===== config.mk =====
export PLATFORM = sky130hd
export DESIGN_NAME = dispatch_top
export DESIGN_NICKNAME = d
export VERILOG_FILES = /design/src/source/dp_cmd_pkg.sv /design/src/source/dp_mem_pkg.sv /design/src/source/mem_arbiter.sv /design/src/source/stream_loader.sv /design/src/source/cmd_decoder.sv /design/src/source/dispatch_top.sv
export SDC_FILE = /design/constraint.sdc
export NUM_CORES = 1
export LEC_CHECK = 0
export BUFFER_PORTS_ARGS = -buffer_cell sky130_fd_sc_hd__buf_2
export CORE_UTILIZATION = 40
export CTS_CLUSTER_DIAMETER = 80
export CTS_CLUSTER_SIZE = 12
export DETAILED_ROUTE_END_ITERATION = 12
export PLACE_DENSITY = 0.67
export SLEW_MARGIN = 5
export SYNTH_ARGS = -nofsm -noshare
export SYNTH_HDL_FRONTEND = slang
export SYNTH_SLANG_ARGS = --single-unit

===== constraint.sdc =====
create_clock -name clk -period 2.5 [get_ports clk]
set_input_delay 0.25 -clock clk [delete_from_list [all_inputs] [get_ports clk]]
set_output_delay 0.25 -clock clk [all_outputs]
set_load 0.005 [all_outputs]

===== src/source/dp_cmd_pkg.sv =====
package dp_cmd_pkg;

    // ################################################
    // Command packet layout
    // ################################################

    localparam int PACKET_SIZE = 16;
    localparam int OPCODE_W    = 2;

    // One mask bit per replay iteration, so the mask width caps the iteration count
    localparam int REPLAY_ITER_LIMIT = 4;
    localparam int MASK_W            = REPLAY_ITER_LIMIT;
    localparam int PAYLOAD_W         = PACKET_SIZE - OPCODE_W - MASK_W;

    typedef enum logic [OPCODE_W-1:0] {
        op_task    = 2'b00,
        op_replay  = 2'b01,
        op_num_fv  = 2'b10,
        op_weights = 2'b11
    } opcode_t;

    // Opcode on top, then iteration mask, then payload
    typedef struct packed {
        opcode_t              opcode;
        logic [MASK_W-1:0]    iter_mask;
        logic [PAYLOAD_W-1:0] payload;
    } cmd_packet_t;

    // Packet minus its opcode, as the reservation station sees it
    typedef logic [PACKET_SIZE-OPCODE_W-1:0] rs_task_t;

    localparam int NUM_FV_W   = 5; // Counts 0 to 16
    localparam int BOUNDARY_W = 4;

    // ################################################
    // Replay counter sizing
    // ################################################

    function automatic int replay_w(input int max_iter);
        return (max_iter > 1) ? $clog2(max_iter) : 1;
    endfunction

endpackage


===== src/source/dp_mem_pkg.sv =====
package dp_mem_pkg;

    // ################################################
    // Shared memory request bus
    // ################################################

    localparam int MEM_WORD_W = 16;

    typedef logic [MEM_WORD_W-1:0] mem_word_t;

    // Which requester owns the word on the bus
    typedef enum logic {
        src_decoder = 1'b0,
        src_loader  = 1'b1
    } mem_src_t;

endpackage


===== src/source/mem_arbiter.sv =====
`timescale 1ns/1ps

module mem_arbiter import dp_mem_pkg::*; #(
    parameter int WORD_W = 16
) (
    input  logic              clk,
    input  logic              reset,
    input  logic              req_dec,
    input  logic              req_ld,
    input  logic [WORD_W-1:0] data_dec,
    input  logic [WORD_W-1:0] data_ld,
    output logic              grant_dec,
    output logic              grant_ld,
    output logic              mem_valid,
    output logic [WORD_W-1:0] mem_data,
    output mem_src_t          mem_src
);

    mem_src_t last_winner;

    // On a tie the requester that did not win last time goes first
    assign grant_dec = req_dec && (!req_ld || last_winner == src_loader);
    assign grant_ld  = req_ld && (!req_dec || last_winner == src_decoder);

    assign mem_valid = grant_dec || grant_ld;
    assign mem_src   = grant_ld ? src_loader : src_decoder;
    assign mem_data  = grant_ld ? data_ld : data_dec;

    always_ff @(posedge clk) begin
        if (reset) begin
            last_winner <= src_loader; // Decoder wins the first tie
        end else if (mem_valid) begin
            last_winner <= mem_src;
        end
    end

    // Only one requester may own the bus in a cycle
    a_one_grant: assert property (@(posedge clk) disable iff (reset)
        !(grant_dec && grant_ld));

endmodule


===== src/source/stream_loader.sv =====
`timescale 1ns/1ps

module stream_loader import dp_cmd_pkg::*; import dp_mem_pkg::*; (
    input  logic                clk,
    input  logic                reset,
    input  logic                stream_begin,
    input  logic [NUM_FV_W-1:0] num_fv,
    input  logic                grant,
    output logic                req,
    output mem_word_t           mem_data,
    output logic                stream_end
);

    localparam int PAD_W = MEM_WORD_W - OPCODE_W - NUM_FV_W;

    logic                active;
    logic [NUM_FV_W-1:0] fv_count;
    logic [NUM_FV_W-1:0] fv_index;
    logic                last_word;

    assign req       = active;
    assign mem_data  = {op_num_fv, {PAD_W{1'b0}}, fv_index}; // Read of vector fv_index
    assign last_word = (fv_index == fv_count - 1'b1);

    // ################################################
    // Stream control
    // ################################################

    always_ff @(posedge clk) begin
        if (reset) begin
            active     <= 1'b0;
            fv_index   <= '0;
            stream_end <= 1'b0;
        end else begin
            stream_end <= 1'b0;
            if (stream_begin) begin
                fv_index   <= '0;
                active     <= (num_fv != '0);
                stream_end <= (num_fv == '0); // Empty stream ends right away
            end else if (active && grant) begin
                fv_index <= fv_index + 1'b1;
                if (last_word) begin
                    active     <= 1'b0;
                    stream_end <= 1'b1;
                end
            end
        end
    end

    // Count is sampled once per stream
    always_ff @(posedge clk) begin
        if (stream_begin) begin
            fv_count <= num_fv;
        end
    end

    // The decoder holds back a new feature count until the previous stream has ended
    a_no_overlap: assert property (@(posedge clk) disable iff (reset)
        stream_begin |-> !active);

endmodule


===== src/source/cmd_decoder.sv =====
`timescale 1ns/1ps

module cmd_decoder import dp_cmd_pkg::*; import dp_mem_pkg::*; #(
    parameter int MAX_REPLAY_ITER = 4,
    parameter int NUM_PE          = 4
) (
    input  logic                                  clk,
    input  logic                                  reset,
    input  logic                                  cmd_valid,
    input  cmd_packet_t                           cmd_packet,
    input  logic                                  rs_empty,
    input  logic [NUM_PE-1:0]                     bank_busy,
    input  logic [NUM_PE-1:0]                     pe_idle,
    input  logic                                  grant,
    input  logic                                  stream_end,
    input  logic                                  vertex_done,
    output logic                                  fifo_stall,
    output logic                                  rs_task_valid,
    output rs_task_t                              rs_task,
    output logic                                  req,
    output mem_word_t                             mem_data,
    output logic                                  cntl_done,
    output logic                                  task_complete,
    output logic                                  stream_begin,
    output logic                                  replay_active,
    output logic [replay_w(MAX_REPLAY_ITER)-1:0]  replay_iter,
    output logic [NUM_FV_W-1:0]                   num_fv,
    output logic [BOUNDARY_W-1:0]                 weights_boundary
);

    localparam int REPLAY_W = replay_w(MAX_REPLAY_ITER);
    localparam logic [REPLAY_W-1:0] LAST_ITER = REPLAY_W'(MAX_REPLAY_ITER - 1);

    typedef enum logic [2:0] {
        st_idle,
        st_wait_grant,
        st_wait_replay,
        st_wait_stream,
        st_wait_task
    } dec_state_t;

    dec_state_t            state;
    dec_state_t            nx_state;
    cmd_packet_t           parked_packet;
    logic                  park_en;
    logic [REPLAY_W-1:0]   nx_replay_iter;
    logic [NUM_FV_W-1:0]   nx_num_fv;
    logic [BOUNDARY_W-1:0] nx_boundary;
    logic                  nx_replay_active;
    logic                  nx_stream_begin;
    logic                  stream_active;
    logic                  stream_done;
    logic                  array_clear;
    logic                  mask_hit;
    logic                  last_iter;

    // Array must be fully drained before a replay goes out
    assign array_clear = !(|bank_busy) && (&pe_idle) && rs_empty;
    assign mask_hit    = cmd_packet.iter_mask[replay_iter];
    assign last_iter   = (replay_iter == LAST_ITER);
    assign stream_done = stream_end || !stream_active;

    assign rs_task  = rs_task_t'({cmd_packet.iter_mask, cmd_packet.payload});
    assign mem_data = (state == st_idle) ? mem_word_t'(cmd_packet) : mem_word_t'(parked_packet);

    // ################################################
    // Next state and outputs
    // ################################################

    always_comb begin
        nx_state         = state;
        nx_replay_iter   = replay_iter;
        nx_num_fv        = num_fv;
        nx_boundary      = weights_boundary;
        nx_replay_active = replay_active;
        nx_stream_begin  = 1'b0;
        park_en          = 1'b0;
        fifo_stall       = 1'b0;
        rs_task_valid    = 1'b0;
        req              = 1'b0;
        cntl_done        = 1'b0;
        task_complete    = 1'b0;
        case (state)
            st_idle: begin
                if (cmd_valid && !replay_active) begin
                    case (cmd_packet.opcode)
                        op_task: begin
                            if (mask_hit) begin
                                rs_task_valid = 1'b1;
                            end else begin
                                // Park in memory, straight away if the bus is free
                                req        = 1'b1;
                                park_en    = 1'b1;
                                fifo_stall = !grant;
                                if (!grant) begin
                                    nx_state = st_wait_grant;
                                end
                            end
                        end
                        op_replay: begin
                            park_en          = 1'b1;
                            fifo_stall       = 1'b1;
                            nx_replay_active = 1'b1;
                            nx_state         = st_wait_replay;
                        end
                        op_num_fv: begin
                            if (stream_active) begin
                                fifo_stall = 1'b1; // Previous stream still running
                            end else begin
                                nx_num_fv       = cmd_packet.payload[NUM_FV_W-1:0];
                                nx_stream_begin = 1'b1;
                            end
                        end
                        op_weights: begin
                            nx_boundary = cmd_packet.payload[BOUNDARY_W-1:0];
                            if (!stream_done) begin
                                fifo_stall = 1'b1;
                                nx_state   = st_wait_stream;
                            end
                        end
                    endcase
                end
            end
            st_wait_grant: begin
                req        = 1'b1;
                fifo_stall = !grant;
                if (grant) begin
                    nx_state = st_idle;
                end
            end
            st_wait_replay: begin
                fifo_stall = 1'b1;
                if (array_clear) begin
                    if (last_iter) begin
                        cntl_done = 1'b1;
                        nx_state  = st_wait_task;
                    end else begin
                        req = 1'b1;
                        if (grant) begin
                            nx_replay_iter = replay_iter + 1'b1;
                            nx_state       = st_wait_stream;
                        end
                    end
                end
            end
            st_wait_stream: begin
                fifo_stall = !stream_done;
                if (stream_done) begin
                    nx_replay_active = 1'b0;
                    nx_state         = st_idle;
                end
            end
            st_wait_task: begin
                fifo_stall = !vertex_done;
                if (vertex_done) begin
                    task_complete    = 1'b1;
                    nx_replay_active = 1'b0;
                    nx_state         = st_idle;
                end
            end
            default: nx_state = st_idle;
        endcase
    end

    // ################################################
    // Registers
    // ################################################

    always_ff @(posedge clk) begin
        if (reset) begin
            state            <= st_idle;
            replay_iter      <= '0;
            num_fv           <= '0;
            weights_boundary <= '0;
            replay_active    <= 1'b0;
            stream_begin     <= 1'b0;
            stream_active    <= 1'b0;
        end else begin
            state            <= nx_state;
            replay_iter      <= nx_replay_iter;
            num_fv           <= nx_num_fv;
            weights_boundary <= nx_boundary;
            replay_active    <= nx_replay_active;
            stream_begin     <= nx_stream_begin;
            if (nx_stream_begin) begin
                stream_active <= 1'b1;
            end else if (stream_end) begin
                stream_active <= 1'b0;
            end
        end
    end

    always_ff @(posedge clk) begin
        if (park_en) begin
            parked_packet <= cmd_packet;
        end
    end

    // A parked packet keeps asking until the arbiter takes it
    a_req_held: assert property (@(posedge clk) disable iff (reset)
        (state == st_wait_grant && !grant) |=> req);

endmodule


===== src/source/dispatch_top.sv =====
`timescale 1ns/1ps

module dispatch_top import dp_cmd_pkg::*; import dp_mem_pkg::*; #(
    parameter int MAX_REPLAY_ITER = 4,
    parameter int NUM_PE          = 4
) (
    input  logic                                  clk,
    input  logic                                  reset,
    input  logic                                  cmd_valid,
    input  cmd_packet_t                           cmd_packet,
    input  logic                                  rs_empty,
    input  logic [NUM_PE-1:0]                     bank_busy,
    input  logic [NUM_PE-1:0]                     pe_idle,
    input  logic                                  vertex_done,
    output logic                                  fifo_stall,
    output logic                                  rs_task_valid,
    output rs_task_t                              rs_task,
    output logic                                  cntl_done,
    output logic                                  task_complete,
    output logic                                  replay_active,
    output logic [replay_w(MAX_REPLAY_ITER)-1:0]  replay_iter,
    output logic [NUM_FV_W-1:0]                   num_fv,
    output logic [BOUNDARY_W-1:0]                 weights_boundary,
    output logic                                  mem_valid,
    output mem_word_t                             mem_data,
    output mem_src_t                              mem_src,
    output logic                                  stream_end
);

    logic      req_dec;
    logic      grant_dec;
    mem_word_t data_dec;
    logic      req_ld;
    logic      grant_ld;
    mem_word_t data_ld;
    logic      stream_begin;

    cmd_decoder #(
        .MAX_REPLAY_ITER (MAX_REPLAY_ITER),
        .NUM_PE          (NUM_PE)
    ) u_cmd_decoder (
        .clk              (clk),
        .reset            (reset),
        .cmd_valid        (cmd_valid),
        .cmd_packet       (cmd_packet),
        .rs_empty         (rs_empty),
        .bank_busy        (bank_busy),
        .pe_idle          (pe_idle),
        .grant            (grant_dec),
        .stream_end       (stream_end),
        .vertex_done      (vertex_done),
        .fifo_stall       (fifo_stall),
        .rs_task_valid    (rs_task_valid),
        .rs_task          (rs_task),
        .req              (req_dec),
        .mem_data         (data_dec),
        .cntl_done        (cntl_done),
        .task_complete    (task_complete),
        .stream_begin     (stream_begin),
        .replay_active    (replay_active),
        .replay_iter      (replay_iter),
        .num_fv           (num_fv),
        .weights_boundary (weights_boundary)
    );

    stream_loader u_stream_loader (
        .clk          (clk),
        .reset        (reset),
        .stream_begin (stream_begin),
        .num_fv       (num_fv),
        .grant        (grant_ld),
        .req          (req_ld),
        .mem_data     (data_ld),
        .stream_end   (stream_end)
    );

    // Both requesters share the one memory port
    mem_arbiter #(
        .WORD_W (MEM_WORD_W)
    ) u_mem_arbiter (
        .clk       (clk),
        .reset     (reset),
        .req_dec   (req_dec),
        .req_ld    (req_ld),
        .data_dec  (data_dec),
        .data_ld   (data_ld),
        .grant_dec (grant_dec),
        .grant_ld  (grant_ld),
        .mem_valid (mem_valid),
        .mem_data  (mem_data),
        .mem_src   (mem_src)
    );

endmodule


==> metrics.md <==
| Metric | Value |
|---|---|
| Predominant post-synthesis flop cell | dfxtp_1 |
| Crit path kind | reg2out |
| Simple-gate area share of the yosys netlist | 0.217 |
| Die Ht | 82.4 um |
| PortBufs | 77 |
| Final min period | 2.42 ns |
| Worst path arrival time | 2.17 ns |
| Total global routing overflow | 0 |
| Critical path's largest stage delay | 0.41 ns |
| Post-route clock period utilization | 0.969 |
| Placed Area | 2930 um2 |
| Drt total wl | 6.17 mm |
| Max Cap Viol | 0 |
| Std cell rows | 28 |
| CTS max path bufs | 2 |
| Hold_ws | 0.149 ns |
| RSZ-0062 raised after global routing | no |
| Reg clk slew, reported paths | 0.09 ns |
| Seq/Total Area, Yosys | 0.437 |
| DP HPWL | 4.36 mm |
| Initial core utilization | 0.425 |
| Layout cell share with drive strength beyond 1 | 0.364 |
| Hold Fails Final Rpt | 0 |
| Clk Latency, worst-skew pair | 0.30 ns |
| First-iteration detailed-routing DRC count | 85 |
| Compound-Gate Fraction of Synth Area | 0.159 |
| DRT antenna net count | 0 |
| DR WL/cell | 15.0 um |
| Clk sinks | 46 |
| Mapped Cells | 266 |
| CP Cell Sequence | ha_1, or3b_4, nor4_4, o21a_4, buf_4, o22ai_1, buf_2 |
| GP Congestion | 0.858 |
| Slew Limit Fails | 0 |
| Setup WS pre-CTS | 0.257 ns |
| Post-synthesis adder-cell area fraction | 0.0145 |
| Core Footprint | 6100 um2 |
| Post-synth EDFFs | 21 |
| Main combinational cell family by area after synthesis | simple AND/OR/NAND/NOR gates |
| CP bufs+invs | 2 |
| Unique cell type count in the Yosys netlist | 57 |
| Num CTS Buffers | 5 |
| Syn Std Cell Area | 2590 um2 |
| Core Util, Final | 0.508 |
| Pin count of the biggest net entering global routing | 22 |
| Worst VDD drop | 0.466 mV |
| F_max | 413 MHz |
| Setup_tns | 0 ns |
| Status | completed |
| Die Wd | 82.4 um |
| Pwr Total | 2.66 mW |
| Area Growth Syn to Fin | 19.7% |
| Post-Layout Cell Count | 410 |
| Power density over the cells | 857 nW/um2 |
| Initial antenna violation count | 0 |
| Critical Path Source Type | flop |
| Total track usage | 0.196 |
| Rel. slew slack | 0.634 |
| Layout net count | 366 |
| Clock skew | 0.00440 ns |
| Antenna cells | 0 |
| Multiplexer share of the synthesized area | 0.0628 |
| Worst Hold Class | in2reg |
| Total number of vias | 2217 |
| Placed Cells | 396 |
| Synth Net Count | 298 |
| DR pass1 iterations | 4 |
| Worst setup EP type | output pin |
| WP data required | 2.25 ns |
| Die area | 6800 um2 |
| Crit-path max FO | 6 |
| Post-synthesis xor/xnor area fraction | 0.0304 |
| Residual DRC count | 0 |
| Post-Layout Inst Area | 3100 um2 |
| CTS root buf | clkbuf_8 |
| IO Pins | 78 |
| First-pass GRT wire length | 9.89 mm |
| Crit path max-delay cell type | or3b_4 |
| Mean post-synth cell area | 9.73 um2 |
| Clock tree from TritonCTS | yes |
| Htree depth | 2 |
| YS warnings | 0 |
| Endpoints failing setup | 0 |
| Setup WS post-layout | 0.0771 ns |
| FFs w/ async S/R, synth | 0 |
| Via/cell ratio | 5.41 |
| Leakage | 1.38 nW |
| Critical path's top delay family | simple AND/OR/NAND/NOR gates |
| Actual slew at the worst max-slew pin | 0.548 ns |
| Post-synthesis register bit count | 46 |
| Vias in the first global route | 2123 |
## routing by layer
layer / share of wire / track usage / wire length, um
met3: 0.036 / 0.0341 / 222
met4: 0.025 / 0.0947 / 152
met1: 0.45 / 0.252 / 2800
met2: 0.49 / 0.317 / 2990
met5: 0 / 0 / 0
## worst reg2reg max path: cells and delay by family (launching register included)
family / cells / cell delay, ns
DFF: 1 / 0.50
AOI/OAI and AO/OA: 2 / 0.52
and+or+nand+nor: 3 / 0.74
buffers and inverters: 1 / 0.21
## synthesized netlist by cell type (all sizes together), types with 2 or more instances
master,count,area share
edfxtp,21,0.24
nor4,2,0.013
o22ai,2,0.0048
clkbuf,5,0.0073
nor2,24,0.038
or3b,2,0.0077
o21ai,11,0.021
nand2,28,0.041
xor2,4,0.014
ha,3,0.015
nand3b,2,0.0058
inv,9,0.013
a21oi,21,0.054
nor2b,5,0.012
a211oi,2,0.0058
o31ai,4,0.017
nor3,8,0.021
o21a,2,0.0087
or4b,2,0.0077
nand2b,3,0.0073
dfxtp,25,0.19
a21o,2,0.0058
or3,3,0.0073
nand3,13,0.025
a2111oi,2,0.0073
or4,4,0.012
a211o,2,0.0068
xnor2,5,0.017
mux2i,14,0.054
buf,21,0.060
## layout make-up
class	instances	area, um2
clock inverter	1	8.76
clock buffer	7	96.3
inverter	9	33.8
fill	620	3000
timing repair buffer	86	453
tap	75	93.8
sequential	46	1130
multi-input combinational	186	1280
## repair_timing
item / in CTS / in global routing
cloned: 0 / 1
hold buffers: 0 / 0
setup endpoints to repair: 15 / 8
pin swaps: 1 / 2
gates resized for setup: 1 / 3
buffers inserted: 3 / 2
## registers in the layout, summed over array words and instances, names as in the netlist
name	cells
u_cmd_decoder.num_fv	5
u_cmd_decoder.parked_packet	16
u_cmd_decoder.replay_active	1
u_cmd_decoder.replay_iter	2
u_cmd_decoder.state	3
u_cmd_decoder.stream_active	1
u_cmd_decoder.stream_begin	1
u_cmd_decoder.weights_boundary	4
u_mem_arbiter.last_winner	1
u_stream_loader.fv_count	5
u_stream_loader.fv_index	5
u_stream_loader.req	1
u_stream_loader.stream_end	1
## power by group
group | internal, mW | switching (mW)
sequential | 0.864 | 0.0699
combinational | 0.536 | 0.674
clock | 0.254 | 0.259
## placed cells by master, fill, tap and decap left out, types with 3 or more instances in the layout
cell      Yosys  final
nor2b_1       5      5
dfxtp_1      25     24
nand2_1      28     28
or4_1         4      4
nor3_1        5      4
nor3_2        3      4
xnor2_1       5      5
ha_1          3      3
mux2i_1      14     14
a21oi_1      12     12
o21ai_1       9      9
xor2_1        4      4
o31ai_1       3      3
nand3_1      13     12
nand2b_1      3      3
clkbuf_8      0      7
nor2_1       23     23
buf_2         4     77
edfxtp_1     21     21
a21oi_2       9      9
inv_1         9      9
buf_4        15      9
## final timing paths
check | startpoint | end | slack, ns | cells past startpoint
max | u_cmd_decoder.replay_iter[0] | mem_data[15] | 0.08 | 7
min | cmd_packet[8] | u_cmd_decoder.parked_packet[8] | 0.15 | 1
max reg2reg | u_cmd_decoder.state[1] | u_cmd_decoder.state[1] | 0.47 | 6
min reg2reg | u_cmd_decoder.num_fv[0] | u_stream_loader.fv_count[0] | 0.49 | 0
## cell families after synthesis
group                    after synthesis
multiplexers                          15
buffers and inverters                 35
AO/OA/AOI/OAI                         56
adder cells (fa/ha/maj)                3
flip-flops                            46
XOR/XNOR                               9
AND/OR/NAND/NOR                      102
Power figures use the tool's default switching activity.
